**config.mk**
```make
export PLATFORM = sky130hd
export DESIGN_NAME = fetch_hold
export DESIGN_NICKNAME = d
export VERILOG_FILES = /design/src/logic/rv_isa_pkg.sv /design/src/logic/fetch_hold.sv
export SDC_FILE = /design/constraint.sdc
export NUM_CORES = 1
export LEC_CHECK = 0
export ABC_AREA = 1
export BUFFER_PORTS_ARGS = -buffer_cell sky130_fd_sc_hd__buf_2
export CORE_MARGIN = 2
export CORE_UTILIZATION = 52
export CTS_BUF_LIST = sky130_fd_sc_hd__clkbuf_2 sky130_fd_sc_hd__clkbuf_4 sky130_fd_sc_hd__clkbuf_8
export DETAILED_ROUTE_END_ITERATION = 6
export GPL_TIMING_DRIVEN = 0
export PLACE_DENSITY_LB_ADDON = 0.3
export SLEW_MARGIN = 20
export SYNTH_ARGS = -nofsm -noshare
export SYNTH_HDL_FRONTEND = slang
export SYNTH_SLANG_ARGS = --single-unit
```
**constraint.sdc**
```tcl
create_clock -name clk -period 4 [get_ports clk]
set_input_delay 0.8 -clock clk [delete_from_list [all_inputs] [get_ports clk]]
set_output_delay 0.8 -clock clk [all_outputs]
set_load 0.02 [all_outputs]
```
**src/logic/rv_isa_pkg.sv**
```systemverilog
// ~~~~~~~~~~~~~~~~~~~~~~~~~~~~~~~~~~~~~~~~
// RV32I fetch types
// addresses are word addresses, bits 1:0 are dropped
// only the redirect causes that fetch handles are listed
// ~~~~~~~~~~~~~~~~~~~~~~~~~~~~~~~~~~~~~~~~
`default_nettype none

package rv_isa_pkg;

	// byte address bits 31:2
	typedef logic [29:0] word_addr_t;

	// raw instruction word
	typedef logic [31:0] inst_t;

	// PC after reset, before any start
	localparam word_addr_t RESET_PC = 30'd0;

	// which execute control won the redirect
	typedef enum logic [2:0] {
		NONE = 3'd0,
		TRAP = 3'd1,
		MRET = 3'd2,
		SRET = 3'd3,
		JUMP = 3'd4
	} redir_cause_e;

endpackage

`default_nettype wire

```
**src/logic/fetch_hold.sv**
```systemverilog
// ~~~~~~~~~~~~~~~~~~~~~~~~~~~~~~~~~~~~~~~~
// decode side hold stage
// replays the captured word while decode stalls
// valid low until the first start
// ~~~~~~~~~~~~~~~~~~~~~~~~~~~~~~~~~~~~~~~~
`timescale 1ns/1ps
`default_nettype none

module fetch_hold (
	input  wire                       clk,
	input  wire                       rst_n,
	input  rv_isa_pkg::word_addr_t    i_pc,
	input  rv_isa_pkg::inst_t         i_rdata,
	input  wire                       i_stall,
	input  wire                       i_redir,
	input  wire                       i_cpu_start,
	output rv_isa_pkg::word_addr_t    o_id_pc,
	output rv_isa_pkg::inst_t         o_id_inst,
	output logic                      o_id_valid
);

	logic              running;
	logic              stall_d;
	rv_isa_pkg::inst_t replay;

	always_ff @(posedge clk or negedge rst_n) begin
		if (!rst_n) begin
			running    <= 1'b0;
			stall_d    <= 1'b0;
			o_id_pc    <= rv_isa_pkg::RESET_PC;
			o_id_valid <= 1'b0;
		end else begin
			running <= running | i_cpu_start;
			stall_d <= i_stall;
			if (i_cpu_start) begin
				// word in flight belongs to the old stream
				o_id_pc    <= i_pc;
				o_id_valid <= 1'b0;
			end else if (!i_stall) begin
				o_id_pc    <= i_pc;
				o_id_valid <= running & ~i_redir;
			end
		end
	end

	// capture presented word on the first stall cycle
	always_ff @(posedge clk) begin
		if (i_stall && !stall_d) begin
			replay <= i_rdata;
		end
	end

	// RAM has moved on to the next word while stalled
	assign o_id_inst = stall_d ? replay : i_rdata;

endmodule

`default_nettype wire

```
Word level (Yosys, flattened, before mapping)
Cells that the tools add are included. Widths: inputs -> output; s select.

Register bits after elaboration: 65. Bits of input ports: 67. Output and inout bits: 63. Word-level logic and storage cells: 16.

Equal/unequal tests: 1. Mux-type cells: 5. Bitwise operators: 3. Reductions and logical operators: 2.

Operator list (count): $mux 30 (2); $mux 32 (1); $mux 1 (2); $ne 2x1->1 const B (1); $and 1x1->1 (1); $logic_and 1x1->1 (1); $logic_not 1->1 (1); $not 1->1 (1); $or 1x1->1 (1).

Logic depth before layout (Yosys ltp)
Depth in word-level cells: 4. Depth in mapped cells: 5. Gate-level depth less buffers: 4.

Worst setup path after synthesis
No wires, ideal clock.

Path kind: input to register. From: in i_stall. To: reg replay[0], enable pin. Library setup time: 0.422 ns. Arrival time: 2.489 ns. Data required time: 3.578 ns. Path slack: 1.089 ns. Stages: 4. Path buffers: 2. Cell sequence: buf_4 buf_4 inv_1 nor2_1.

Cells in the longest elaborated chain, start to end: 1.

RTL lines: from (decl) (RTL line fetch_hold.sv:14) `input wire i_stall,`; $logic_and 1x1->1 (RTL line fetch_hold.sv:48) `if (i_stall && !stall_d) begin`; to (signal assigned) (RTL line fetch_hold.sv:49) `replay <= i_rdata;`; to (decl) (RTL line fetch_hold.sv:24) `rv_isa_pkg::inst_t replay;`.

Every way passes these cells. A chain may end at the register's enable or synchronous reset.

Worst setup path in the final report
From: reg stall_d. To: out o_id_inst[25].

Cells in the longest elaborated chain, start to end: 1.

RTL lines: from (decl) (RTL line fetch_hold.sv:23) `logic stall_d;`; from (signal assigned) (RTL line fetch_hold.sv:34) `stall_d <= i_stall;`; $mux 32 (RTL line fetch_hold.sv:54) `assign o_id_inst = stall_d ? replay : i_rdata;`; to (decl) (RTL line fetch_hold.sv:18) `output rv_isa_pkg::inst_t o_id_inst,`.

Every way passes these cells.

==> impl_metrics.yaml <==
global_routing:
  antenna_found_initial: 0
  grt.total_usage: 0.2057
  grt_overflow: 0
  grt_pass1_vias: 2162
  grt_max_degree: 34
  grt_first_pass_wirelength_mm: 9.549
die:
  dieArea_um2: 5917
  die_height_um: 76.92
  die_w_um: 76.92
  core_um2: 5107
  num_io_pins: 130
  rows: 26
  start_util: 0.5414
cts:
  cts_made_buffers: 9
  cts_setup_buffers: 0
  cts.repair.resized: 0
  htree_levels: 3
  clock-sinks: 65
  clkTransAtPathRegs_ns: 0.06
  cts-root-buf: "clkbuf_8"
  max-clock-path-buffers: 2
  holdBufCountCts: 0
  cts_tree: "built"
  insertion_delay_ns: 0.33
power_and_ir_drop:
  peakVddDrop_mv: 0.2590
  swShare: 0.2559
  switching_power_w: 0.0004032
  leakage_nw: 1.992
  p_comb_frac: 0.160
  seq_power_share: 0.484
  power_density_nw_per_um2: 422.9
  p_int_w: 0.001173
  clkPwrFrac: 0.355
min_path:
  hp-class: "reg -> reg"
  hold_depth: 1
sta:
  fin_crit_sh: 0.5394
  slew_headroom: 0.5227
  worst_pin_slew_ns: 0.7160
  rsz0062_at_grt: "no"
  setup_viol: 0
  hold_viol_final: 0
  drv_slew: 0
  period_minus_slack_ns: 2.158
  fmax_mhz: 463.4
  finClkSkew_ns: 0.004378
  finalSetupTns_ns: 0
synthesis:
  ys_types: 16
  ys_seq_area_frac: 0.6462
  synth_nets: 346
  syn-cell-area_um2: 2765
  ys_warn_count: 0
  syn_avg_cell_area_um2: 9.911
  synth_cells: 279
  yosys_register_bits: 65
outcome:
  status: "finished, final reports clean"
route:
  remaining_drc_errors: 0
  viasPerCell: 4.671
  met3WireLength_um: 403
  post_drt_wl_per_cell_um: 11.87
  met1_length_mm: 2.555
  ant_nets: 0
  wl_met2_mm: 2.813
  firstDrtPassIters: 4
  vias: 2312
  drtIter0Drc: 86
  top_layer_used: "met4"
  routed_wl_mm: 5.875
place:
  hpwl_mm: 4.313
  portBuffers: 129
  placed_cell_area_um2: 3521
  dp.cells: 479
  globalplace.congestion: 0.7518
final_layout:
  fin_cells: 495
  nNetsFinal: 487
  drive_gt1_frac: 0.3882
  synthToLayoutAreaGrowth_pct: 34.75
  n_antenna_cell: 0
  fillers: 386
  final_area_um2: 3726
flow_run:
  cap_violations: 0
worst_setup_path:
  worstPathRequired_ns: 3.20
  worst_r2r_path_depth: 4
  cp_data_arrival_time_ns: 1.36
  path_max_fanout: 10
  cp-end-kind: "output port"
  setup.worst_path.start_class: "register"
  crit_type: "reg -> out"
[layer usage]
metal / global-route usage / vias up
met5: 0 / -
li1: - / 1170
met2: 0.3263 / 89
met1: 0.2580 / 1042
met4: 0.1055 / 0
met3: 0.05882 / 11
[area by class of cell]
cell class                      instances  area, um^2  area share
Sequential cell                        65        1787      0.4795
Multi-Input combinational cell        161       700.7      0.1880
Timing Repair Buffer                  130       660.6      0.1773
Clock buffer                           13       166.4     0.04466
Buffer                                 17       150.1     0.04030
Inverter                               36       135.1     0.03627
Tap cell                               70       87.58     0.02351
Clock inverter                          3       38.79     0.01041
[cell usage after synthesis (all sizes together)]
| cell type | count | area (um^2) |
|---|---|---|
| nand2 | 95 | 364.1 |
| inv | 36 | 135.1 |
| dfrtp | 33 | 825.8 |
| edfxtp | 32 | 960.9 |
| o21ai | 32 | 160.2 |
| nand3 | 30 | 150.1 |
| buf | 16 | 146.4 |
| nor2 | 2 | 7.510 |
| a21oi | 1 | 5.000 |
| clkbuf | 1 | 3.750 |
| or2 | 1 | 6.260 |
[worst paths after layout]
check                                   from                 endpoint  slack, ns
setup / recovery           stall_d$_DFF_PN0_            o_id_inst[25]       1.84
hold / removal             running$_DFF_PN0_        running$_DFF_PN0_       0.49
setup reg to reg           stall_d$_DFF_PN0_      replay[6]$_DFFE_PP_       2.37
hold reg to reg            running$_DFF_PN0_        running$_DFF_PN0_       0.49
max in group asynchronous              rst_n   o_id_pc[8]$_DFFE_PN0P_       3.02
min in group asynchronous              rst_n  o_id_pc[18]$_DFFE_PN0P_       0.52
[critical path, cell delays in order (launching register included)]
cell     delay, ns
dfrtp_1       0.39
buf_6         0.15
buf_6         0.13
o21ai_0       0.17
buf_2         0.19
[power groups by stage]
stage	Sequential (W)	Combinational (W)	Clock [W]
floorplan	0.000808	0.000111	0
global placement	0.000776	0.000247	0
detailed placement	0.000775	0.000256	0
CTS	0.000763	0.000256	0.000573
global route	0.000767	0.000279	0.000595
finish	0.000763	0.000253	0.000560
[cells in the final DEF (no fill, tap or decap), types with 2 or more instances in the layout]
| cell type | netlist | final |
|---|---|---|
| dfrtp_1 | 33 | 33 |
| nand2_1 | 94 | 94 |
| buf_6 | 9 | 9 |
| edfxtp_1 | 32 | 32 |
| inv_1 | 35 | 35 |
| nand3_1 | 30 | 30 |
| buf_4 | 4 | 4 |
| o21ai_0 | 31 | 31 |
| clkbuf_8 | 0 | 11 |
| clkbuf_4 | 0 | 2 |
| buf_2 | 3 | 132 |
[stage by stage]
step	power, W	util	hold WS (ns)	setup slack, ns
after global routing	0.001641	0.7295	0.5082	1.726
after detailed placement	0.001031	0.6894	0.4750	1.753
after CTS	0.001592	0.7295	0.4919	1.812
after floorplan	0.0009193	-	0.4371	1.089
final	0.001576	0.7295	0.4866	1.842
after global placement	0.001023	0.6850	0.4522	0.4791
[state kept, by name (all words and copies together) (netlist names)]
register,flops
running,1
o_id_valid,1
replay,32
stall_d,1
o_id_pc,30
[kinds of logic (layout without fill, tap and decap cells)]
group	count (synthesis)	after routing	share of synthesized area
AOI/OAI and AO/OA	33	33	0.05973
buffers and inverters	53	199	0.1032
DFF	65	65	0.6462
and+or+nand+nor	128	128	0.1910
Power figures use the tool's default switching activity.
