## src/logic/rv_isa_pkg.sv

```systemverilog
// ~~~~~~~~~~~~~~~~~~~~~~~~~~~~~~~~~~~~~~~~
// RV32I fetch types
// addresses are word addresses, bits 1:0 are dropped
// only the redirect causes that fetch handles are listed
// ~~~~~~~~~~~~~~~~~~~~~~~~~~~~~~~~~~~~~~~~
`default_nettype none

package rv_isa_pkg;

	// byte address bits 31:2
	typedef logic [29:0] word_addr_t;

	// raw instruction word
	typedef logic [31:0] inst_t;

	// PC after reset, before any start
	localparam word_addr_t RESET_PC = 30'd0;

	// which execute control won the redirect
	typedef enum logic [2:0] {
		NONE = 3'd0,
		TRAP = 3'd1,
		MRET = 3'd2,
		SRET = 3'd3,
		JUMP = 3'd4
	} redir_cause_e;

endpackage

`default_nettype wire

```

## src/logic/redirect_sel.sv

```systemverilog
// ~~~~~~~~~~~~~~~~~~~~~~~~~~~~~~~~~~~~~~~~
// redirect select, combinational target
// trap > mret > sret > jump
// jump class ignored in the cycle after a trap
// ~~~~~~~~~~~~~~~~~~~~~~~~~~~~~~~~~~~~~~~~
`timescale 1ns/1ps
`default_nettype none

module redirect_sel (
	input  wire                       clk,
	input  wire                       rst_n,
	input  wire                       i_trap,
	input  wire                       i_mret,
	input  wire                       i_sret,
	input  wire                       i_jump,
	input  rv_isa_pkg::word_addr_t    i_mtvec,
	input  rv_isa_pkg::word_addr_t    i_mepc,
	input  rv_isa_pkg::word_addr_t    i_sepc,
	input  rv_isa_pkg::word_addr_t    i_jump_addr,
	output logic                      o_redir,
	output rv_isa_pkg::word_addr_t    o_redir_pc,
	output rv_isa_pkg::redir_cause_e  o_redir_cause,
	output logic                      o_post_jump
);

	logic jcmd;
	logic post_trap;

	assign jcmd = i_mret | i_sret | i_jump;

	// a trap always redirects, jump class only when not shadowed
	assign o_redir = i_trap | (jcmd & ~post_trap);

	always_comb begin
		if (i_trap) begin
			o_redir_pc = i_mtvec;
		end else if (i_mret) begin
			o_redir_pc = i_mepc;
		end else if (i_sret) begin
			o_redir_pc = i_sepc;
		end else begin
			o_redir_pc = i_jump_addr;
		end
	end

	always_comb begin
		if (i_trap) begin
			o_redir_cause = rv_isa_pkg::TRAP;
		end else if (post_trap) begin
			// suppressed command reports no cause
			o_redir_cause = rv_isa_pkg::NONE;
		end else if (i_mret) begin
			o_redir_cause = rv_isa_pkg::MRET;
		end else if (i_sret) begin
			o_redir_cause = rv_isa_pkg::SRET;
		end else if (i_jump) begin
			o_redir_cause = rv_isa_pkg::JUMP;
		end else begin
			o_redir_cause = rv_isa_pkg::NONE;
		end
	end

	// trap shadow and post jump flags
	always_ff @(posedge clk or negedge rst_n) begin
		if (!rst_n) begin
			post_trap   <= 1'b0;
			o_post_jump <= 1'b0;
		end else begin
			post_trap   <= i_trap;
			o_post_jump <= jcmd;
		end
	end

endmodule

`default_nettype wire

```

## config.mk

```make
export PLATFORM = sky130hd
export DESIGN_NAME = redirect_sel
export DESIGN_NICKNAME = d
export VERILOG_FILES = /design/src/logic/rv_isa_pkg.sv /design/src/logic/redirect_sel.sv
export SDC_FILE = /design/constraint.sdc
export NUM_CORES = 1
export LEC_CHECK = 0
export BUFFER_PORTS_ARGS = -buffer_cell sky130_fd_sc_hd__buf_4
export CORE_UTILIZATION = 29
export DETAILED_ROUTE_END_ITERATION = 10
export PLACE_DENSITY_LB_ADDON = 0.08
export SKIP_CTS_REPAIR_TIMING = 1
export SYNTH_ARGS = -nofsm -noshare
export SYNTH_HDL_FRONTEND = slang
export SYNTH_SLANG_ARGS = --single-unit
```

## constraint.sdc

```tcl
create_clock -name clk -period 0.8 [get_ports clk]
set_input_delay 0 -clock clk [delete_from_list [all_inputs] [get_ports clk]]
set_output_delay 0 -clock clk [all_outputs]
set_load 0.1 [all_outputs]
```

==> impl_metrics.json, run 1 <==
{
  "gp_congestion": 0.759,
  "clock-root-buffer": "clkbuf_8",
  "clock_path_buffers": 2,
  "yosys.area.top_type": "mux2i_1",
  "syn_area_um2": 1190,
  "pre_cts_slack_ns": -0.488,
  "yosysTopAreaCellShare_pct": 25.3,
  "synth_area_leaders": "mux2i_1, nor3b_1, a211oi_1",
  "htreeDepth": 1,
  "cts_buffers": 3,
  "ys_ff_latch": 2,
  "dp_hpwl_um": 4490,
  "crit_endpoint": "o_redir_cause[2]",
  "syn-num-nets": 275,
  "synthCells": 149,
  "tool.error": "[ERROR DPL-0038] Utilization greater than 100%, impossible to legalize",
  "num_rows": 22,
  "placed_area_um2": 2940,
  "cts_sinks": 2,
  "synth_seq_area_share_pct": 4.22,
  "die_w_um": 66.0,
  "synthDistinctLibCells": 17,
  "port-buffer-count": 160,
  "ios": 161,
  "ys_warn_count": 0,
  "outcome": "stopped before the end",
  "stop_stage": "5_1_grt",
  "initial_utilization_pct": 31.2,
  "die_h_um": 66.0,
  "place_inst": 359,
  "grt_start_max_net_pins": 34,
  "worst_path_end_type": "top-level output",
  "synth.avg_cell_area_um2": 7.96
}
-- Yosys cell counts --
master / number
a211oi_1: 25
a211oi_2: 5
a21o_1: 1
a31o_2: 1
and3_1: 1
buf_2: 8
buf_6: 1
buf_8: 3
clkbuf_1: 5
dfrtp_1: 2
inv_1: 2
mux2i_1: 30
nor2_1: 3
nor2b_1: 30
nor3_1: 1
nor3b_1: 30
or3_4: 1
-- metrics by stage --
| stage | hold WS (ns) | TNS (ns) |
|---|---|---|
| floorplan | -0.296 | -15.60 |
| global placement | -0.218 | -13.86 |
| detailed placement | -0.215 | -14.45 |
| CTS | -0.444 | -14.87 |
-- cell families after synthesis --
kind of cell	after synthesis	share of synthesized area [%]
and+or+nand+nor	66	37.7
AOI/OAI and AO/OA	32	22.5
muxes	30	25.3
buffers and inverters	19	10.3
DFF	2	4.22
==> run 2: changes to the inputs <==
--- a/config.mk
+++ b/config.mk
@@ -6,9 +6,9 @@
 export NUM_CORES = 1
 export LEC_CHECK = 0
 export BUFFER_PORTS_ARGS = -buffer_cell sky130_fd_sc_hd__buf_4
-export CORE_UTILIZATION = 29
+export CORE_UTILIZATION = 20
 export DETAILED_ROUTE_END_ITERATION = 10
-export PLACE_DENSITY_LB_ADDON = 0.08
+export PLACE_DENSITY_LB_ADDON = 0.15
 export SKIP_CTS_REPAIR_TIMING = 1
 export SYNTH_ARGS = -nofsm -noshare
 export SYNTH_HDL_FRONTEND = slang
==> constraint.sdc (replaced) <==
create_clock -name clk -period 1.04 [get_ports clk]
set_input_delay 0 -clock clk [delete_from_list [all_inputs] [get_ports clk]]
set_output_delay 0 -clock clk [all_outputs]
set_load 0.1 [all_outputs]
==> impl_metrics.json, run 2 <==
{
  "outcome": "complete, but fails checks",
  "violations": "setup timing",
  "p_per_area_nw_per_um2": 822,
  "cts_sinks": 2,
  "critPathKind": "register to primary output",
  "vias": 1785,
  "cp-end-kind": "primary output",
  "yosysTopAreaCellShare_pct": 25.3,
  "ys_top_cells_by_count": "mux2i_1, nor2b_1, nor3b_1",
  "gr-usage-met2_pct": 32.7,
  "routed_wl_um": 5710,
  "drcViolationCount": 0,
  "routedWlPerCell_um": 14.4,
  "synth_ff_type": "dfrtp_1",
  "die_h_um": 79.0,
  "grt_busiest_layer": "met2",
  "cts_buffers": 3,
  "hold_violations": 0,
  "grt_pass1_vias": 1775,
  "port-buffer-count": 160,
  "critPathRequiredTime_ns": 1.04,
  "max_slew_margin_pct": 74.1,
  "ys_ff_latch": 2,
  "layout.nets": 451,
  "htreeDepth": 1,
  "seq_power_share_pct": 3.1,
  "power_frac_clock_pct": 11.3,
  "post-route-min-period_ns": 1.11,
  "cellLeakagePower_nw": 1.50,
  "intPower_mw": 1.25,
  "synthDistinctLibCells": 17,
  "hold_path.class": "input pin to register",
  "first_pass_iters": 4,
  "gp_congestion": 0.709,
  "via_per_inst": 4.52,
  "insertedDiodeCount": 0,
  "final_cell_mix": "buf_4, mux2i_1, nor2b_1, a211oi_4, nor3b_1",
  "hold_depth": 2,
  "synth_edf_count": 0,
  "grt_pass1_wl_um": 7990,
  "antenna_found_initial": 0,
  "switchingPower_mw": 1.46,
  "met1_usage_pct": 16.5,
  "cts.clk_slew.worst_paths_ns": 0.03,
  "clock_path_buffers": 2,
  "maxCapViolations": 0,
  "die_area_um2": 6240,
  "dp_hpwl_um": 4300,
  "place_inst": 389,
  "final_util_pct": 58.8,
  "cts_tree": "yes",
  "layout-drive-gt1-share_pct": 70.9,
  "yosys.area.top_type": "mux2i_1",
  "worstMarginPinSlew_ns": 0.387,
  "setup_viol": 4,
  "instances_no_fill": 395,
  "initial_utilization_pct": 21.2,
  "die_w_um": 79.0,
  "worst_ir_drop_vdd_mv": 0.523,
  "max_freq_mhz": 898,
  "synthArstFlopShare_pct": 100,
  "core_area_um2": 5610,
  "ios": 161,
  "switching_share_pct": 53.8,
  "timing.final.ws_setup_ns": -0.0739,
  "layout_commonest_cell": "buf_4",
  "crit_path_max_fanout": 3,
  "synth_seq_area_share_pct": 4.22,
  "grt-ovfl-total": 0,
  "ys_warn_count": 0,
  "drt_iter0_drc": 20,
  "critPathLaunchType": "register",
  "rsz0062_at_grt": "true",
  "grt_usage_pct": 15.9,
  "synth.avg_cell_area_um2": 7.96,
  "synthCells": 149,
  "drv_slew": 0,
  "area_growth_pct": 178,
  "syn-num-nets": 275,
  "num_rows": 27,
  "syn_area_um2": 1190,
  "clock-root-buffer": "clkbuf_8",
  "synth_area_leaders": "mux2i_1, nor3b_1, a211oi_1",
  "cp.arrival_ns": 1.11,
  "reg_top3": "o_post_jump x1, post_trap x1",
  "combPwrFrac_pct": 85.5,
  "use_met3_pct": 2.99,
  "fin_crit_sh_pct": 107,
  "grt_start_max_net_pins": 34,
  "ant_nets": 0
}
run 2: cell counts after synthesis:
No cell type changed its count.
run 2: critical path, stage by stage, from the launching register on:
cell	delay (ns)
dfrtp_1	0.41
nor2_1	0.12
and3_4	0.20
buf_12	0.17
run 2: worst paths after layout:
path / start / to / slack, ns
setup / recovery: post_trap / o_redir_cause[2] / -0.07
hold / removal: i_jump / o_post_jump / 0.02
max in group asynchronous: rst_n / post_trap / 0.84
min in group asynchronous: rst_n / o_post_jump / 0.11
run 2: area by class of cell:
type | instances | area, um2
Fill cell | 484 | 2310
Clock buffer | 3 | 41.3
Multi-Input combinational cell | 128 | 1400
Sequential cell | 2 | 50.0
Timing Repair Buffer | 188 | 1700
Inverter | 2 | 7.51
Tap cell | 72 | 90.1
run 2: power groups by stage:
stage	registers [mW]	clock network, mW	logic, mW
final	0.0851	0.307	2.32
after global routing	0.0854	0.324	2.41
after CTS	0.0850	0.315	2.17
after detailed placement	0.0857	0	2.17
after global placement	0.0858	0	2.15
after floorplan	0.0965	0	1.51
run 2: logic make-up (layout without fill, tap and decap cells):
logic type | after synthesis | after routing | share of synthesized area [%]
muxes | 30 | 30 | 25.3
DFF | 2 | 2 | 4.22
buffers and inverters | 19 | 193 | 10.3
and+or+nand+nor | 66 | 66 | 37.7
AOI/OAI and AO/OA | 32 | 32 | 22.5
run 2: through the flow:
stage	setup slack (ns)	total power [mW]	hold WS, ns	setup TNS [ns]	area [um2]
after floorplan	-0.277	1.60	-0.296	-8.02	1600
after detailed placement	-0.253	2.26	-0.215	-6.90	3000
after CTS	-0.254	2.57	-0.437	-7.15	3040
final	-0.0739	2.71	0.0236	-0.178	3300
after global placement	-0.237	2.24	-0.215	-6.76	3000
after global routing	-0.104	2.82	0.0234	-0.273	3300
run 2: metal layers:
metal | vias to the layer above | part of all wire, %
met4 | 0 | 0.14
met2 | 79 | 57
met3 | 2 | 7.7
met1 | 826 | 35
li1 | 878 | -
met5 | - | 0
Power figures use the tool's default switching activity.
