$ cat src/logic/fetch_cfg_pkg.sv
// ~~~~~~~~~~~~~~~~~~~~~~~~~~~~~~~~~~~~~~~~
// fetch front end configuration
// instruction RAM is 2^IRAM_AW words, PC upper bits ignored
// ~~~~~~~~~~~~~~~~~~~~~~~~~~~~~~~~~~~~~~~~
`default_nettype none

package fetch_cfg_pkg;

	// RAM word index width, 1024 words
	localparam int IRAM_AW = 10;

	localparam int IRAM_DEPTH = 1 << IRAM_AW;

	// word index into the instruction RAM
	typedef logic [IRAM_AW-1:0] iram_addr_t;

	// host loader handshake states
	typedef enum logic [1:0] {
		IDLE  = 2'd0,
		WRITE = 2'd1,
		ACK   = 2'd2,
		DROP  = 2'd3
	} loader_state_e;

endpackage

`default_nettype wire

$ cat src/logic/rv_isa_pkg.sv
// ~~~~~~~~~~~~~~~~~~~~~~~~~~~~~~~~~~~~~~~~
// RV32I fetch types
// addresses are word addresses, bits 1:0 are dropped
// only the redirect causes that fetch handles are listed
// ~~~~~~~~~~~~~~~~~~~~~~~~~~~~~~~~~~~~~~~~
`default_nettype none

package rv_isa_pkg;

	// byte address bits 31:2
	typedef logic [29:0] word_addr_t;

	// raw instruction word
	typedef logic [31:0] inst_t;

	// PC after reset, before any start
	localparam word_addr_t RESET_PC = 30'd0;

	// which execute control won the redirect
	typedef enum logic [2:0] {
		NONE = 3'd0,
		TRAP = 3'd1,
		MRET = 3'd2,
		SRET = 3'd3,
		JUMP = 3'd4
	} redir_cause_e;

endpackage

`default_nettype wire

$ cat src/logic/pc_gen.sv
// ~~~~~~~~~~~~~~~~~~~~~~~~~~~~~~~~~~~~~~~~
// fetch program counter
// start > stall > redirect > increment
// RAM index is the low IRAM_AW bits of the PC
// ~~~~~~~~~~~~~~~~~~~~~~~~~~~~~~~~~~~~~~~~
`timescale 1ns/1ps
`default_nettype none

module pc_gen (
	input  wire                       clk,
	input  wire                       rst_n,
	input  wire                       i_cpu_start,
	input  rv_isa_pkg::word_addr_t    i_start_addr,
	input  wire                       i_stall,
	input  wire                       i_redir,
	input  rv_isa_pkg::word_addr_t    i_redir_pc,
	output rv_isa_pkg::word_addr_t    o_pc,
	output fetch_cfg_pkg::iram_addr_t o_ram_addr
);

	always_ff @(posedge clk or negedge rst_n) begin
		if (!rst_n) begin
			o_pc <= rv_isa_pkg::RESET_PC;
		end else if (i_cpu_start) begin
			o_pc <= i_start_addr;
		end else if (i_stall) begin
			// decode busy, refetch same word
			o_pc <= o_pc;
		end else if (i_redir) begin
			o_pc <= i_redir_pc;
		end else begin
			o_pc <= o_pc + 30'd1;
		end
	end

	// upper PC bits alias onto the RAM
	assign o_ram_addr = o_pc[fetch_cfg_pkg::IRAM_AW-1:0];

endmodule

`default_nettype wire

$ cat config.mk
export PLATFORM = sky130hd
export DESIGN_NAME = pc_gen
export DESIGN_NICKNAME = d
export VERILOG_FILES = /design/src/logic/fetch_cfg_pkg.sv /design/src/logic/rv_isa_pkg.sv /design/src/logic/pc_gen.sv
export SDC_FILE = /design/constraint.sdc
export NUM_CORES = 1
export LEC_CHECK = 0
export CAP_MARGIN = 20
export CORE_ASPECT_RATIO = 1.1
export CORE_MARGIN = 1.5
export CORE_UTILIZATION = 61
export DETAILED_ROUTE_END_ITERATION = 10
export DONT_BUFFER_PORTS = 1
export PLACE_DENSITY = 0.89
export SYNTH_ARGS = -nofsm -noshare
export SYNTH_HDL_FRONTEND = slang
export SYNTH_SLANG_ARGS = --single-unit
$ cat constraint.sdc
create_clock -name clk -period 2.7 [get_ports clk]
set_input_delay 0.405 -clock clk [delete_from_list [all_inputs] [get_ports clk]]
set_output_delay 0.405 -clock clk [all_outputs]
set_load 0.05 [all_outputs]
Word level (Yosys, flattened, before mapping)
Cells that the tools add are included.
- equality and inequality tests: 1
- add/sub/neg operators: 1
- muxes and demuxes: 3
- operators by type and width (kind ; count):
    $mux 30 ; 3
    $add 30x1->30 const B ; 1
    $ne 2x2->1 const B ; 1
- output and inout port bits: 40
- input port bits: 65
- logic and storage cells: 6
- register bits after elaboration: 30

Longest topological paths before layout
- word-level depth: 4
- depth in mapped cells: 7
- mapped depth without buffers: 5

Worst setup path after synthesis
No wires, ideal clock.
- path kind: reg2reg
- start: register o_pc[0]
- end: register o_pc[26]
- cell stages (with the launch flop): 7
- clock period less this slack: 2.409 ns
- data arrival time: 2.337 ns
- slack: 0.291 ns
- required time: 2.628 ns
- buffers on the path: 1
- cells stage by stage: dfrtp_1 ha_1 nand4_2 or3_1 clkbuf_1 or4b_1 nand3_1
- word-level cells in the longest chain between the ends: 4
- RTL lines (element ; line ; RTL):
    from (decl) ; pc_gen.sv:17 ; output rv_isa_pkg::word_addr_t o_pc,
    from (signal assigned) ; pc_gen.sv:23 ; o_pc <= rv_isa_pkg::RESET_PC;
    from (signal assigned) ; pc_gen.sv:25 ; o_pc <= i_start_addr;
    from (signal assigned) ; pc_gen.sv:28 ; o_pc <= o_pc;
    $add 30x1->30 ; pc_gen.sv:32 ; o_pc <= o_pc + 30'd1;
    $mux 30 ; pc_gen.sv:29 ; end else if (i_redir) begin
    $mux 30 ; pc_gen.sv:26 ; end else if (i_stall) begin
    $mux 30 ; pc_gen.sv:24 ; end else if (i_cpu_start) begin
Every way passes these cells. The select of a mux whose other input is x is not followed.
A chain may end at the register's enable or synchronous reset.

Worst setup path in the final report
- start: register o_pc[0]
- end: register o_pc[27]
Same word-level chain as after synthesis.

==> metrics.md <==
| Metric | Value |
|---|---|
| Synth async-reset ratio | `100%` |
| Switching power as a share of total power | `between 40% and 50%` |
| Final worst clock skew | `between 6 and 7 ps` |
| Number of nets with antenna violations after routing | `0` |
| Class of the tightest hold or removal check | `in -> reg` |
| Net Sw Power | `between 500 and 600 uW` |
| RSZ-0062 raised after global routing | `false` |
| Overall routing resource usage | `between 20% and 30%` |
| Antenna violations before repair | `0` |
| P_int | `approximately 830 uW` |
| Pin slew with the least headroom to its limit | `854 ps` |
| Final Hold Violating Endpoints | `0` |
| Critical path data arrival time | `2410 ps` |
| Static leakage | `0.976 nW` |
| Count of different cell masters after synthesis | `42` |
| Critical path class | `reg -> reg` |
| Synthesis-to-finish area growth | `8.46%` |
| N_diodes | `0` |
| Sum of routed wire length over all layers | `between 6 and 7 mm` |
| Drt first pass iters | `5` |
| Sequential Power Share | `between 40% and 50%` |
| Required @ worst endpoint | `~2900 ps` |
| Std-Cell Rows | `23` |
| CTS tree | `yes` |
| Fmax | `roughly 0.46 GHz` |
| Post-synthesis sequential element count | `30` |
| Power Density | `548 nW/um^2` |
| Via total after detailed routing | `between 2,000 and 2,500` |
| Final count of negative-setup-slack endpoints | `0` |
| Remaining max-slew budget at the tightest pin | `a little over two fifths` |
| Most frequently used flop master after synthesis | `dfrtp_1` |
| Ports | `approximately 110` |
| Clock latency on the worst-skew pair | `280 ps` |
| Last weighted congestion value of the routability-driven placer | `roughly 0.87` |
| Clock slew at the register clock pins of the worst setup and hold paths | `roughly 70 ps` |
| Max Root-Sink Buffers | `2` |
| Die area | `roughly 4300 sq um` |
| Post-synthesis sequential area ratio | `approximately 31%` |
| Number of global-route vias before repair | `2,117` |
| Wire length per cell after detailed routing | `between 15 and 20 microns` |
| Overall die width | `around 63 microns` |
| Final design instance area without fill | `2600 sq um` |
| Core Footprint | `around 3700 sq um` |
| Combinational Power Share | `32.3%` |
| Total global routing overflow | `0` |
| Final period util | `81.0%` |
| Starting density of the core | `64.5%` |
| Final number of max-transition violations | `0` |
| Via-per-instance ratio | `around 6.6` |
| Vertical die dimension | `68.7 microns` |
| Fraction of power consumed by the clock network | `approximately a quarter` |
| Largest register FFs | `30` |
| Max-cap check violation count | `0` |
| Biggest regs | `o_pc: 30 flops` |
| Kind of launch point of the worst setup path | `register` |
| DRC Markers | `0` |
| Final critical-path required period | `roughly 2200 ps` |
| Total Neg Setup Slack | `0 ps` |
| Highest fanout seen on the critical path | `13` |
| Number of enable-type register cells in the synthesized netlist | `0` |
| Final Net Count | `roughly 380` |
| Resized cells post-CTS | `0` |
| Run status | `complete, no violations` |
| Total of warnings raised by yosys | `0` |
| DP HPWL | `between 4 and 5 mm` |
| Share of cells above drive strength 1 | `13.2%` |
| Pin count of the biggest net entering global routing | `63` |
| Clock root buffer | `clkbuf_8` |
| Average footprint of a synthesized cell | `7.56 sq um` |
| Category of the worst setup path capture point | `register` |
| Worst vdd rail ir drop | `about 0.00033 V` |
| Violation count after the first detailed-routing iteration | `between 150 and 200` |
| Cell area after placement | `~2500 sq um` |
| Cell count after synthesis | `approximately 320` |
| Count of port buffers added during placement | `0` |
| Wire length of the first global-routing pass | `~10 mm` |
| CTS Sinks | `30` |
| Min Hold Slack | `238 ps` |
| Clock H-tree levels | `2` |
| Post-synthesis instance area | `approximately 2400 sq um` |
| Largest Register | `o_pc` |
| Syn nets | `around 380` |
| CTS buffer count | `5` |
==> worst paths after layout <==
path | slack, ps | cells past startpoint | end | from
max | 510 | 6 | o_pc[27] | o_pc[0]
min | 240 | 1 | o_pc[0] | i_cpu_start
max reg2reg | 510 | 6 | o_pc[27] | o_pc[0]
min reg2reg | 760 | 3 | o_pc[26] | o_pc[25]
max in group asynchronous | 1960 | 2 | o_pc[0] | rst_n
min in group asynchronous | 560 | 2 | o_pc[29] | rst_n
==> cell type report <==
type,count,area (sq um)
Clock buffer,7,86.3
Clock inverter,1,5.00
Fill cell,308,1110
Inverter,4,15.0
Multi-Input combinational cell,248,1450
Sequential cell,30,751
Tap cell,50,62.6
Timing Repair Buffer,28,225
==> logic make-up after synthesis <==
logic type | Yosys count | share of synthesized area [%]
buffers and inverters | 39 | 7.99
AO/OA/AOI/OAI | 84 | 21.5
multiplexers | 4 | 1.78
XOR/XNOR | 9 | 3.29
adder cells (fa/ha/maj) | 1 | 0.522
flip-flops | 30 | 31.3
AND/OR/NAND/NOR | 150 | 33.6
==> power by group through the flow <==
stage	clock network, mW	registers [mW]	logic, mW
2_1_floorplan	0	0.733	0.244
3_3_place_gp	0	0.589	0.437
3_5_place_dp	0	0.593	0.446
4_1_cts	0.385	0.584	0.461
5_1_grt	0.407	0.592	0.493
6_report	0.379	0.585	0.460
==> placed cells by master (no fill, tap or decap), types with 7 or more instances in the layout <==
cell type	count
nand3_1	22
dfrtp_1	30
nor2_1	22
nand3b_1	17
xnor2_1	9
a21oi_1	44
nand4_1	7
o21ai_0	9
buf_4	26
nor3_1	8
o211ai_1	7
o221ai_1	8
nand2_1	46
==> layer usage <==
metal,global-route usage [%],share of wire (%),vias to the layer above
met5,0,0,-
met4,12.2,1.7,0
met3,6.49,6.7,9
met2,52.8,51,114
met1,35.5,41,1140
li1,-,-,1160
==> synth_stat cells, types with 8 or more instances <==
cell type | n | share of area (%)
xnor2_1 | 9 | 3.3
dfrtp_1 | 30 | 31
buf_4 | 10 | 3.1
nand3b_1 | 17 | 5.3
nor2_1 | 22 | 3.4
nand3_1 | 22 | 4.6
o221ai_1 | 8 | 2.9
o21ai_0 | 9 | 1.9
nand2_1 | 46 | 7.2
a21oi_1 | 44 | 9.2
nor3_1 | 8 | 1.7
clkbuf_1 | 23 | 3.6
==> repair_timing <==
action / in CTS / in global routing
setup buffers: 0 / 0
endpoints found under the hold margin: 30 / 0
hold buffers: 2 / 0
setup endpoints to repair: 0 / 0
==> stage by stage <==
| step | util [%] | cells | setup WS [ps] | power (mW) |
|---|---|---|---|---|
| 6_report | 70.0 | 368 | 513 | 1.42 |
| 5_1_grt | 70.0 | 368 | 430 | 1.49 |
| 4_1_cts | 70.0 | 368 | 520 | 1.43 |
| 3_5_place_dp | 66.7 | 358 | 525 | 1.04 |
| 3_3_place_gp | 66.7 | 358 | 580 | 1.03 |
| 2_1_floorplan | - | 317 | 291 | 0.977 |
==> worst max-delay path: stages (launching register included) <==
cell and delay (ps):
dfrtp_1 350, buf_4 310, nand3_1 140, buf_4 180
or4_4 510, or4b_1 540, nand3_1 90
Note: power is estimated with default switching activity, not from simulation.
