File: config.mk
export PLATFORM = sky130hd
export DESIGN_NAME = imem_loader
export DESIGN_NICKNAME = d
export VERILOG_FILES = /design/src/logic/fetch_cfg_pkg.sv /design/src/logic/rv_isa_pkg.sv /design/src/logic/imem_loader.sv
export SDC_FILE = /design/constraint.sdc
export NUM_CORES = 1
export LEC_CHECK = 0
export BUFFER_PORTS_ARGS = -buffer_cell sky130_fd_sc_hd__buf_2
export CELL_PAD_IN_SITES_DETAIL_PLACEMENT = 2
export CELL_PAD_IN_SITES_GLOBAL_PLACEMENT = 2
export CORE_MARGIN = 5
export CORE_UTILIZATION = 29
export CTS_CLUSTER_DIAMETER = 50
export CTS_CLUSTER_SIZE = 28
export DETAILED_ROUTE_END_ITERATION = 10
export GPL_ROUTABILITY_DRIVEN = 0
export PLACE_DENSITY = 0.88
export SLEW_MARGIN = 40
export SYNTH_ARGS = -nofsm -noshare
export SYNTH_HDL_FRONTEND = slang
export SYNTH_SLANG_ARGS = --single-unit
File: constraint.sdc
create_clock -name clk -period 5.5 [get_ports clk]
set_input_delay 0.825 -clock clk [delete_from_list [all_inputs] [get_ports clk]]
set_output_delay 0.825 -clock clk [all_outputs]
set_load 0.05 [all_outputs]
File: src/logic/fetch_cfg_pkg.sv
// ~~~~~~~~~~~~~~~~~~~~~~~~~~~~~~~~~~~~~~~~
// fetch front end configuration
// instruction RAM is 2^IRAM_AW words, PC upper bits ignored
// ~~~~~~~~~~~~~~~~~~~~~~~~~~~~~~~~~~~~~~~~
`default_nettype none

package fetch_cfg_pkg;

	// RAM word index width, 1024 words
	localparam int IRAM_AW = 10;

	localparam int IRAM_DEPTH = 1 << IRAM_AW;

	// word index into the instruction RAM
	typedef logic [IRAM_AW-1:0] iram_addr_t;

	// host loader handshake states
	typedef enum logic [1:0] {
		IDLE  = 2'd0,
		WRITE = 2'd1,
		ACK   = 2'd2,
		DROP  = 2'd3
	} loader_state_e;

endpackage

`default_nettype wire

File: src/logic/rv_isa_pkg.sv
// ~~~~~~~~~~~~~~~~~~~~~~~~~~~~~~~~~~~~~~~~
// RV32I fetch types
// addresses are word addresses, bits 1:0 are dropped
// only the redirect causes that fetch handles are listed
// ~~~~~~~~~~~~~~~~~~~~~~~~~~~~~~~~~~~~~~~~
`default_nettype none

package rv_isa_pkg;

	// byte address bits 31:2
	typedef logic [29:0] word_addr_t;

	// raw instruction word
	typedef logic [31:0] inst_t;

	// PC after reset, before any start
	localparam word_addr_t RESET_PC = 30'd0;

	// which execute control won the redirect
	typedef enum logic [2:0] {
		NONE = 3'd0,
		TRAP = 3'd1,
		MRET = 3'd2,
		SRET = 3'd3,
		JUMP = 3'd4
	} redir_cause_e;

endpackage

`default_nettype wire

File: src/logic/imem_loader.sv
// ~~~~~~~~~~~~~~~~~~~~~~~~~~~~~~~~~~~~~~~~
// host loader, four phase req/ack slave
// host keeps addr and data stable while req is high
// one RAM write per request
// ~~~~~~~~~~~~~~~~~~~~~~~~~~~~~~~~~~~~~~~~
`timescale 1ns/1ps
`default_nettype none

module imem_loader (
	input  wire                       clk,
	input  wire                       rst_n,
	input  wire                       i_ld_req,
	input  fetch_cfg_pkg::iram_addr_t i_ld_addr,
	input  rv_isa_pkg::inst_t         i_ld_data,
	output logic                      o_ld_ack,
	output logic                      o_wen,
	output fetch_cfg_pkg::iram_addr_t o_waddr,
	output rv_isa_pkg::inst_t         o_wdata
);

	fetch_cfg_pkg::loader_state_e state;
	fetch_cfg_pkg::loader_state_e state_nx;

	fetch_cfg_pkg::iram_addr_t addr_q;
	rv_isa_pkg::inst_t         data_q;

	always_comb begin
		state_nx = state;
		case (state)
			fetch_cfg_pkg::IDLE: begin
				if (i_ld_req) begin
					state_nx = fetch_cfg_pkg::WRITE;
				end
			end
			fetch_cfg_pkg::WRITE: begin
				state_nx = fetch_cfg_pkg::ACK;
			end
			fetch_cfg_pkg::ACK: begin
				// hold ack until host drops req
				if (!i_ld_req) begin
					state_nx = fetch_cfg_pkg::DROP;
				end
			end
			fetch_cfg_pkg::DROP: begin
				state_nx = fetch_cfg_pkg::IDLE;
			end
			default: begin
				state_nx = fetch_cfg_pkg::IDLE;
			end
		endcase
	end

	always_ff @(posedge clk or negedge rst_n) begin
		if (!rst_n) begin
			state    <= fetch_cfg_pkg::IDLE;
			o_ld_ack <= 1'b0;
		end else begin
			state    <= state_nx;
			o_ld_ack <= (state_nx == fetch_cfg_pkg::ACK);
		end
	end

	// request payload, taken when req is first seen
	always_ff @(posedge clk) begin
		if (state == fetch_cfg_pkg::IDLE && i_ld_req) begin
			addr_q <= i_ld_addr;
			data_q <= i_ld_data;
		end
	end

	assign o_wen   = (state == fetch_cfg_pkg::WRITE);
	assign o_waddr = addr_q;
	assign o_wdata = data_q;

endmodule

`default_nettype wire

Word level (Yosys, flattened, before mapping)
Cells that the tools add are included.
Operators by class
  equal/unequal tests: 4
  muxes and demuxes: 3
  reductions and logical operators: 2
Operators with widths (count)
  2-bit one-hot mux with 4 select lines: 1
  2-bit equality test (second input constant): 3
  2-bit 2-to-1 mux: 2
  2-bit by 1-bit equality test with 1-bit output (second input constant): 1
  2-bit logical NOT: 1
  1-bit logical AND: 1
Word-level totals
  flip-flop bits (word level): 45
  input port bits: 45
  output and inout bits: 44
  logic and storage cells: 13

Depth between registers and ports, before layout
Gate-level depths: netlist of run 1.
  depth after elaboration: 3
  mapped depth: 4
  gate-level depth less buffers: 4

Worst setup path before layout of run 1
Ideal clock, no wire load.
  path type: input to register
  from: input i_ld_req
  to: register addr_q[0] (netlist: o_waddr[0]), enable pin
  setup time: 403 ps
  arrival: 1841 ps
  required time: 5097 ps
  path slack: 3255 ps
  stages on the path: 1
  path through: and2_1
Between the ends
  longest elaborated chain between the ends: 1
Ends and longest elaborated chain
  start, declared: line imem_loader.sv:12  | input wire i_ld_req,
  1-bit logical AND: line imem_loader.sv:65  | if (state == fetch_cfg_pkg::IDLE && i_ld_req) begin
  end signal, assigned: line imem_loader.sv:66  | addr_q <= i_ld_addr;
  end, declared: line imem_loader.sv:24  | fetch_cfg_pkg::iram_addr_t addr_q;
Every way passes these cells.
A chain may end at the register's enable or synchronous reset.

Worst setup path after layout of run 1
  from: register state[1]
  to: output o_wen
Between the ends
  longest elaborated chain between the ends: 1
Ends and longest elaborated chain
  start, declared: line imem_loader.sv:21  | fetch_cfg_pkg::loader_state_e state;
  start signal, assigned: line imem_loader.sv:55  | state <= fetch_cfg_pkg::IDLE;
  start signal, assigned: line imem_loader.sv:58  | state <= state_nx;
  2-bit by 1-bit equality test with 1-bit output: line imem_loader.sv:71  | assign o_wen = (state == fetch_cfg_pkg::WRITE);
  end, declared: line imem_loader.sv:16  | output logic o_wen,
Every way passes these cells.

==> flow_summary_export.csv, run 1 <==
group,metric,value,unit
clocking,clockBufferDepth,2,
sta,max_slew_margin,74.3,%
sta,post-route-min-period,2.03,ns
flow_run,drv_cap,0,
sta,grt_setup_unrepaired,"false",
clocking,clk_pin_slew,0.09,ns
sta,skew,0.00655,ns
critical_path,path_cells,"inv_1 -> ha_1 -> buf_2",
clocking,post_cts_resized,0,
sta,fmax,492,MHz
die,die_h,80.4,um
clocking,cts_tree,"done",
power,max-vdd-ir-drop,0.247,mV
route,drt_iter0_markers,33,
grt,grt_max_degree,16,
sta,hold_viol,0,
yosys,ys_seq_area_share,93.0,%
yosys,syn_inst,57,
clocking,postCtsSetupBuffers,0,
die,start_util,30.2,%
critical_path,crit_fanout,3,
route,routed_wl,3600,um
yosys,synth_top_area_cell,"edfxtp_1",
status,status,"completed",
yosys,yosys-top-cells-area,"edfxtp_1 88%, dfrtp_1 5.2%, ha_1 3.5%",
layout,antenna_cells,0,
hold_path,hp-class,"primary input to async pin",
yosys,synthesis.area,0.00144,mm^2
yosys,ys_warn_count,0,
critical_path,cpPeakStageDelay,0.39,ns
critical_path,required,4.68,ns
layout,nNetsFinal,203,
layout,drive_gt1_share,63.9,%
route,wl_per_cell,16.2,um
die,io_pins,89,
clocking,clock_sinks,45,
grt,grt-ovfl-total,0,
route,avgViaCountPerCell,4.02,
clocking,clk_latency,0.29,ns
die,die_area,0.00646,mm^2
clocking,h-tree-depth,2,
sta,setup_tns,0,ns
grt,grt_pass1_vias,1067,
yosys,synth_top_cell_area_share,87.8,%
critical_path,crit_type,"register to primary output",
sta,fin_crit_sh,36.9,%
die,coreArea,0.00475,mm^2
place,dp_hpwl,3040,um
sta,worstMarginPinSlew,0.386,ns
route,drt-pass1-iter-count,4,
layout,final_common_cell,"buf_2",
critical_path,slowest_stage,"dfrtp_1",
sta,hold_slack,0.312,ns
yosys,avgSynthCellArea,25.2,um^2
critical_path,cp_num_buf_inv,2,
power,power.density,530,mW/mm^2
route,num_vias,892,
clocking,holdBufCountCts,0,
yosys,synth.net_count,106,
die,rows,25,
grt,antenna_found_initial,0,
die,die_w,80.4,um
sta,finalSetupViolations,0,
sta,maxSlewViolCount,0,
power,leakagePower,0.897,nW
yosys,ys_types,10,
place,portBuffers,88,
yosys,synth-seq-cells,45,
critical_path,critPathLaunchType,"register",
grt,grt_pass1_wl,5350,um
critical_path,crit_arrival,1.21,ns
critical_path,worst_setup_path_end_kind,"primary output",
critical_path,critical_path.top_delay_family,"flip-flops",
clocking,cts_buffers,5,
route,drc,0,
layout,area_delta_synth_final,46.7,%
route,drtAntennaViolNets,0,
layout,final_cell_mix,"88 x buf_2, 42 x edfxtp_1, 5 x clkbuf_8",
clocking,cts-root-buf,"clkbuf_8",
grt,grt_use_total,11.5,%
-- stage by stage --
stage	setup slack (ns)	total power [mW]	instance area, um^2	util [%]	cells
finish	3.47	1.12	2110	44.3	222
global route	3.40	1.17	2110	44.3	222
CTS	3.45	1.14	2110	44.3	222
detailed placement	3.47	0.887	1990	41.9	214
global placement	3.45	0.846	1960	41.3	212
floorplan	3.26	0.768	1440	-	57
-- path summary, 6_finish.rpt --
kind	to	depth (start not counted)	startpoint	slack, ns
setup / recovery	o_wen	3	state[1]$_DFF_PN0_	3.47
hold / removal	state[1]$_DFF_PN0_	1	rst_n	0.31
setup reg to reg	o_waddr[0]$_DFFE_PP_	5	state[0]$_DFF_PN0_	3.74
hold reg to reg	state[0]$_DFF_PN0_	1	state[0]$_DFF_PN0_	0.58
max in group asynchronous	o_ld_ack$_DFF_PN0_	1	rst_n	5.08
min in group clk	state[0]$_DFF_PN0_	1	state[0]$_DFF_PN0_	0.58
-- synthesized netlist by cell type --
cell type	count
o2bb2ai_1	1
ha_1	4
dfrtp_1	3
inv_1	2
nand2b_1	1
and2_1	1
xnor2_1	1
o22a_1	1
edfxtp_1	42
nor2_1	1
-- cell families (layout without fill, tap and decap cells) --
group | Yosys count | after routing | share of synthesized area (%)
AOI/OAI and AO/OA | 2 | 2 | 1.22
adders and majority gates | 4 | 4 | 3.48
DFF | 45 | 45 | 93.0
and+or+nand+nor | 3 | 3 | 1.13
xor gates and xnor gates | 1 | 1 | 0.610
buffers and inverters | 2 | 100 | 0.523
-- worst register-to-register path, delay by kind of cell, from the launching register on --
| family | cells | cell delay (ns) |
|---|---|---|
| buffers and inverters | 3 | 0.51 |
| DFF | 1 | 0.42 |
| and+or+nand+nor | 1 | 0.39 |
| adders and majority gates | 1 | 0.15 |
-- flip-flops by register name, summed over array words and instances (netlist names) --
register	cells
state	2
o_wdata	32
o_ld_ack	1
o_waddr	10
-- routing by layer --
| metal | global-route usage [%] | vias up | routed length [um] |
|---|---|---|---|
| li1 | - | 411 | - |
| met3 | 7.51 | 5 | 514 |
| met5 | 0 | - | 0 |
| met1 | 9.65 | 421 | 1120 |
| met4 | 4.56 | 0 | 51 |
| met2 | 21.0 | 55 | 1910 |
-- report_power, final --
| group | internal, mW | switching (mW) | total, mW |
|---|---|---|---|
| Clock | 0.136 | 0.112 | 0.248 |
| Sequential | 0.459 | 0.0192 | 0.478 |
| Combinational | 0.0886 | 0.302 | 0.391 |
| Total | 0.683 | 0.434 | 1.12 |
-- final cells by class --
class / instances / area, um^2
fill: 492 / 2650
timing repair buffer: 90 / 470
clock buffer: 5 / 68.8
clock inverter: 3 / 46.3
inverter: 2 / 7.51
multi-input combinational: 10 / 93.8
sequential: 45 / 1340
tap: 67 / 83.8
Note: power is estimated with default switching activity, not from simulation.
==> run 2, diff against run 1 <==
--- a/config.mk
+++ b/config.mk
@@ -5,16 +5,17 @@
 export SDC_FILE = /design/constraint.sdc
 export NUM_CORES = 1
 export LEC_CHECK = 0
+export ABC_AREA = 1
 export BUFFER_PORTS_ARGS = -buffer_cell sky130_fd_sc_hd__buf_2
 export CELL_PAD_IN_SITES_DETAIL_PLACEMENT = 2
 export CELL_PAD_IN_SITES_GLOBAL_PLACEMENT = 2
 export CORE_MARGIN = 5
-export CORE_UTILIZATION = 29
+export CORE_UTILIZATION = 27
 export CTS_CLUSTER_DIAMETER = 50
 export CTS_CLUSTER_SIZE = 28
 export DETAILED_ROUTE_END_ITERATION = 10
 export GPL_ROUTABILITY_DRIVEN = 0
-export PLACE_DENSITY = 0.88
+export PLACE_DENSITY = 0.84
 export SLEW_MARGIN = 40
 export SYNTH_ARGS = -nofsm -noshare
 export SYNTH_HDL_FRONTEND = slang
==> constraint.sdc (replaced) <==
create_clock -name clk -period 1.98 [get_ports clk]
set_input_delay 0.297 -clock clk [delete_from_list [all_inputs] [get_ports clk]]
set_output_delay 0.297 -clock clk [all_outputs]
set_load 0.05 [all_outputs]
==> run 2 against run 1 <==
Clock skew fell by 0.0027 ns. Via count rose by 2.2%. Sequential power rose to 2.8 times the previous value. Global-route usage fell by 0.63 points. Power rose to 2.6 times the previous value. Highest routed layer unchanged. Combinational power rose to 2.6 times the previous value. Core utilization fell by 4.1 points. Register-to-register slack got worse by 3.3 ns. Routed wire length rose by 3.3%.
==> flow_summary_export.csv, run 2 <==
group,metric,value,unit
route,drt_iter0_markers,23,
route,drtAntennaViolNets,0,
route,drc,0,
layout,ff_latch_area,0.00134,mm^2
route,avgViaCountPerCell,3.97,
power,power.density,1400,mW/mm^2
route,num_vias,912,
critical_path,cpPeakStageDelay,0.40,ns
yosys,ys_warn_count,0,
route,routed_wl,3720,um
yosys,ys_types,8,
yosys,ys.flop_type,"edfxtp_1",
die,die_w,82.9,um
critical_path,slowest_stage,"dfrtp_1",
layout,postLayoutCellArea,0.00207,mm^2
grt,grt-ovfl-total,0,
yosys,synth_top_cell_area_share,87.9,%
critical_path,cp_num_buf_inv,3,
die,start_util,27.9,%
yosys,synth_common_cells,"42 x edfxtp_1, 5 x inv_1, 4 x ha_1, 4 x nand2_1, 3 x dfrtp_1",
grt,antenna_found_initial,0,
sta,maxSlewViolCount,0,
hold_path,hp-class,"primary input to register",
critical_path,critPathLaunchType,"register",
layout,fillers,542,
critical_path,required,1.92,ns
critical_path,crit_type,"register to register",
yosys,synth-seq-cells,45,
die,io_pins,89,
critical_path,crit_fanout,34,
layout,drive_gt1_share,60.0,%
sta,worstMarginPinSlew,0.417,ns
critical_path,path_cells,"inv_1 -> ha_1 -> nand2_1 -> clkinv_1 -> buf_4",
clocking,clock_sinks,45,
clocking,cts_tree,"done",
power,max-vdd-ir-drop,0.607,mV
critical_path,crit_arrival,1.50,ns
clocking,cts-root-buf,"clkbuf_8",
grt,grt_pass1_vias,1047,
sta,fin_ws,0.421,ns
place,dpl_cell_area,0.00198,mm^2
clocking,h-tree-depth,2,
critical_path,worst_setup_path_end_kind,"register",
sta,post-route-min-period,1.56,ns
layout,area_delta_synth_final,44.1,%
place,portBuffers,88,
critical_path,critical_path.top_delay_family,"buffers and inverters",
layout,nNetsFinal,208,
status,status,"completed",
layout,largest_reg_flops,32,
clocking,clockBufferDepth,2,
yosys,ys_seq_area_share,93.1,%
yosys,synth_edf_count,42,
sta,hold_viol,0,
sta,fin_crit_sh,78.7,%
grt,grt_max_degree,35,
sta,fmax,641,MHz
flow_run,drv_cap,0,
yosys,yosysMostFrequentCell,"edfxtp_1",
yosys,syn_inst,61,
die,die_h,82.9,um
yosys,yosys-top-cells-area,"edfxtp_1 88%, dfrtp_1 5.2%, ha_1 3.5%",
grt,grt_use_total,10.9,%
sta,finalSetupViolations,0,
yosys,synth.net_count,110,
clocking,clk_pin_slew,0.08,ns
yosys,synthesis.area,0.00144,mm^2
clocking,cts_buffers,5,
sta,max_slew_margin,72.2,%
die,die_area,0.00687,mm^2
yosys,synthArstFlopShare,6.67,%
power,leakagePower,0.894,nW
grt,grt_pass1_wl,5750,um
die,coreArea,0.00514,mm^2
layout,final_common_cell,"buf_2",
sta,hold_slack,0.182,ns
place,dp_hpwl,3130,um
sta,setup_tns,0,ns
layout,final_cell_mix,"88 x buf_2, 42 x edfxtp_1, 5 x clkbuf_8",
layout,multi_input_area,80.1,um^2
place,post-place-ws,0.386,ns
yosys,avgSynthCellArea,23.5,um^2
power,power,2.89,mW
route,drt-pass1-iter-count,3,
sta,grt_setup_unrepaired,"false",
die,rows,26,
route,wl_per_cell,16.2,um
layout,antenna_cells,0,
yosys,synth_top_area_cell,"edfxtp_1",
clocking,clk_latency,0.28,ns
clocking,post_cts_resized,0,
sta,skew,0.00380,ns
## run 2: routing by layer
layer	global-route usage [%]	up-vias	share of wire (%)
met4	2.67	0	0.73
met3	5.84	5	11
met2	20.5	59	56
met5	0	-	0
met1	10.1	430	32
li1	-	418	-
## run 2: path summary, 6_finish.rpt
kind / cells past startpoint / end / start / slack, ns
min reg2reg: 2 / state[0]$_DFF_PN0_ / state[0]$_DFF_PN0_ / 0.62
min in group asynchronous: 2 / state[1]$_DFF_PN0_ / rst_n / 0.32
max: 5 / o_waddr[7]$_DFFE_PP_ / state[0]$_DFF_PN0_ / 0.42
max in group asynchronous: 2 / o_ld_ack$_DFF_PN0_ / rst_n / 1.56
max reg2reg: 5 / o_waddr[7]$_DFFE_PP_ / state[0]$_DFF_PN0_ / 0.42
min: 1 / o_wdata[7]$_DFFE_PP_ / i_ld_data[7] / 0.18
## run 2: layout make-up
class | instances | area share, %
Sequential cell | 45 | 64.6
Timing Repair Buffer | 91 | 22.5
Tap cell | 70 | 4.23
Multi-Input combinational cell | 11 | 3.87
Clock buffer | 8 | 3.87
Inverter | 5 | 0.907
## run 2: kinds of logic after synthesis
family | synth area share, %
flip-flops | 93.1
AND/OR/NAND/NOR | 1.74
buffers and inverters | 1.31
adder cells (fa/ha/maj) | 3.49
AO/OA/AOI/OAI | 0.348
## run 2: repair_timing
item	4_1_cts	5_1_grt
setup buffers	0	0
hold endpoints to repair	3	0
hold buffers	1	0
## run 2: report_power, final
group          switching (mW)  leakage (nW)  internal [mW]
clock network           0.275        0.0395          0.251
registers              0.0519         0.425           1.28
logic                   0.829         0.429          0.202
total                    1.16         0.894           1.73
## run 2: stage by stage
stage               utilization (%)  instances
floorplan                         -         61
detailed placement             38.5        221
global route                   40.2        230
CTS                            40.2        230
finish                         40.2        230
global placement               38.5        221
## run 2: worst register-to-register path, cell delays in order (launching register included)
cell and delay, ns:
dfrtp_1 0.40, inv_1 0.13, ha_1 0.18, nand2_1 0.06, clkinv_1 0.05, buf_4 0.37
==> run 3, diff against run 2 <==
--- a/config.mk
+++ b/config.mk
@@ -10,12 +10,12 @@
 export CELL_PAD_IN_SITES_DETAIL_PLACEMENT = 2
 export CELL_PAD_IN_SITES_GLOBAL_PLACEMENT = 2
 export CORE_MARGIN = 5
-export CORE_UTILIZATION = 27
+export CORE_UTILIZATION = 24
 export CTS_CLUSTER_DIAMETER = 50
 export CTS_CLUSTER_SIZE = 28
 export DETAILED_ROUTE_END_ITERATION = 10
 export GPL_ROUTABILITY_DRIVEN = 0
-export PLACE_DENSITY = 0.84
+export PLACE_DENSITY = 0.8
 export SLEW_MARGIN = 40
 export SYNTH_ARGS = -nofsm -noshare
 export SYNTH_HDL_FRONTEND = slang
==> constraint.sdc (replaced) <==
create_clock -name clk -period 1.4 [get_ports clk]
set_input_delay 0.21 -clock clk [delete_from_list [all_inputs] [get_ports clk]]
set_output_delay 0.21 -clock clk [all_outputs]
set_load 0.05 [all_outputs]
==> run 3 against run 2 <==
Design area increased by 2.9%. First-iteration DRC count stayed put. Clock skew decreased by 0.0025 ns. Final cell count up 1.7%. Combinational power up 53%. Global-route usage down 1.6 points. Clock power is 38% higher. Critical path type is now register to primary output.
==> flow_summary_export.csv, run 3 (synthesis results as in run 2) <==
group,metric,value,unit
critical_path,critPathLaunchType,"register",
clocking,h-tree-depth,2,
critical_path,worst_setup_path_end_kind,"primary output",
sta,maxSlewViolCount,0,
sta,worstMarginPinSlew,0.270,ns
layout,nNetsFinal,209,
die,io_pins,89,
grt,grt_use_total,9.28,%
layout,antenna_cells,0,
critical_path,cpPeakStageDelay,0.39,ns
route,drtAntennaViolNets,0,
die,die_h,87.3,um
route,drc,0,
place,dpl_cell_area,0.00203,mm^2
grt,grt_max_degree,24,
die,die_area,0.00763,mm^2
place,placed_cells,226,
critical_path,path_cells,"inv_2 -> ha_2 -> buf_6",
die,die_w,87.3,um
critical_path,required,1.19,ns
clocking,cts-root-buf,"clkbuf_8",
sta,post-route-min-period,1.33,ns
layout,final_common_cell,"buf_2",
die,rows,28,
power,leakagePower,0.902,nW
sta,fmax,752,MHz
place,dp_hpwl,2900,um
sta,hold_viol,0,
hold_path,hp-class,"primary input to register",
critical_path,crit_arrival,1.12,ns
route,routed_wl,3490,um
status,status,"completed",
clocking,cts_tree,"done",
route,num_vias,904,
grt,grt_pass1_wl,5120,um
route,wl_per_cell,14.9,um
sta,fin_crit_sh,95.0,%
layout,drive_gt1_share,65.4,%
layout,final_core_util,36.4,%
clocking,clk_pin_slew,0.08,ns
clocking,cts_buffers,5,
grt,grt_pass1_vias,1034,
clocking,clockBufferDepth,2,
sta,max_slew_margin,82.1,%
die,coreArea,0.00585,mm^2
critical_path,critical_path.top_delay_family,"flip-flops",
flow_run,drv_cap,0,
route,avgViaCountPerCell,3.86,
critical_path,crit_type,"register to primary output",
layout,final_cell_mix,"87 x buf_2, 42 x edfxtp_1, 5 x clkbuf_8",
layout,largest_reg_flops,32,
layout,fin_cells,234,
power,power.density,1970,mW/mm^2
sta,setup_tns,0,ns
layout,area_delta_synth_final,48.3,%
grt,antenna_found_initial,0,
critical_path,crit_fanout,3,
grt,grt-ovfl-total,0,
place,portBuffers,88,
clocking,clock_sinks,45,
sta,skew,0.00135,ns
sta,grt_setup_unrepaired,"false",
layout,postLayoutCellArea,0.00213,mm^2
sta,finalSetupViolations,0,
clocking,clk_latency,0.28,ns
route,drt-pass1-iter-count,3,
critical_path,cp_num_buf_inv,2,
power,max-vdd-ir-drop,0.573,mV
die,start_util,24.5,%
route,drt_iter0_markers,23,
critical_path,slowest_stage,"dfrtp_1",
## run 3: metal layers
| metal | track usage (%) | share of wire [%] |
|---|---|---|
| met1 | 8.52 | 30 |
| met2 | 17.7 | 59 |
| met3 | 3.78 | 9.5 |
| met4 | 3.77 | 1.9 |
| met5 | 0 | 0 |
## run 3: timing repair
| action | in CTS | in global routing |
|---|---|---|
| endpoints found under the hold margin | 3 | 0 |
| buffers inserted | 0 | 1 |
| hold buffers | 1 | 0 |
| setup endpoints to repair | 1 | 1 |
| resized for setup | 2 | 2 |
## run 3: area by class of cell
cell class,instances,area (um^2)
flip-flops and latches,45,1340
repair buffers,92,504
fillers,619,3720
well taps,75,93.8
clock buffers,5,68.8
inverters,5,22.5
multi-input cells,11,97.6
clock inverters,1,5.00
## run 3: where the power goes
part | switching [mW] | internal (mW) | total (mW)
combinational | 1.19 | 0.392 | 1.58
sequential | 0.0739 | 1.80 | 1.88
clock | 0.393 | 0.329 | 0.722
total | 1.66 | 2.52 | 4.18
## run 3: worst paths after layout
kind | endpoint | cells past startpoint | startpoint | slack (ns)
setup / recovery | o_wen | 3 | state[1]$_DFF_PN0_ | 0.07
hold / removal | o_wdata[0]$_DFFE_PP_ | 1 | i_ld_data[0] | 0.09
setup reg to reg | o_wdata[2]$_DFFE_PP_ | 5 | state[0]$_DFF_PN0_ | 0.12
hold reg to reg | state[0]$_DFF_PN0_ | 2 | state[0]$_DFF_PN0_ | 0.63
max in group asynchronous | state[1]$_DFF_PN0_ | 2 | rst_n | 1.06
min in group asynchronous | o_ld_ack$_DFF_PN0_ | 2 | rst_n | 0.23
## run 3: worst register-to-register path: stages (launching register included)
cell and delay [ns]:
dfrtp_1 0.41, inv_2 0.11, ha_4 0.13, nand2_2 0.05, clkinvlp_4 0.11, buf_12 0.18
## run 3: per-stage QoR
step           hold WS, ns  total power, mW  worst slack, ns
4_1_cts             0.0827             4.24           0.0272
2_1_floorplan      -0.0856             3.03           -0.201
6_report            0.0930             4.18           0.0704
3_3_place_gp       0.00747             3.43            0.119
3_5_place_dp       0.00823             3.49           0.0792
5_1_grt             0.0670             4.43          0.00533
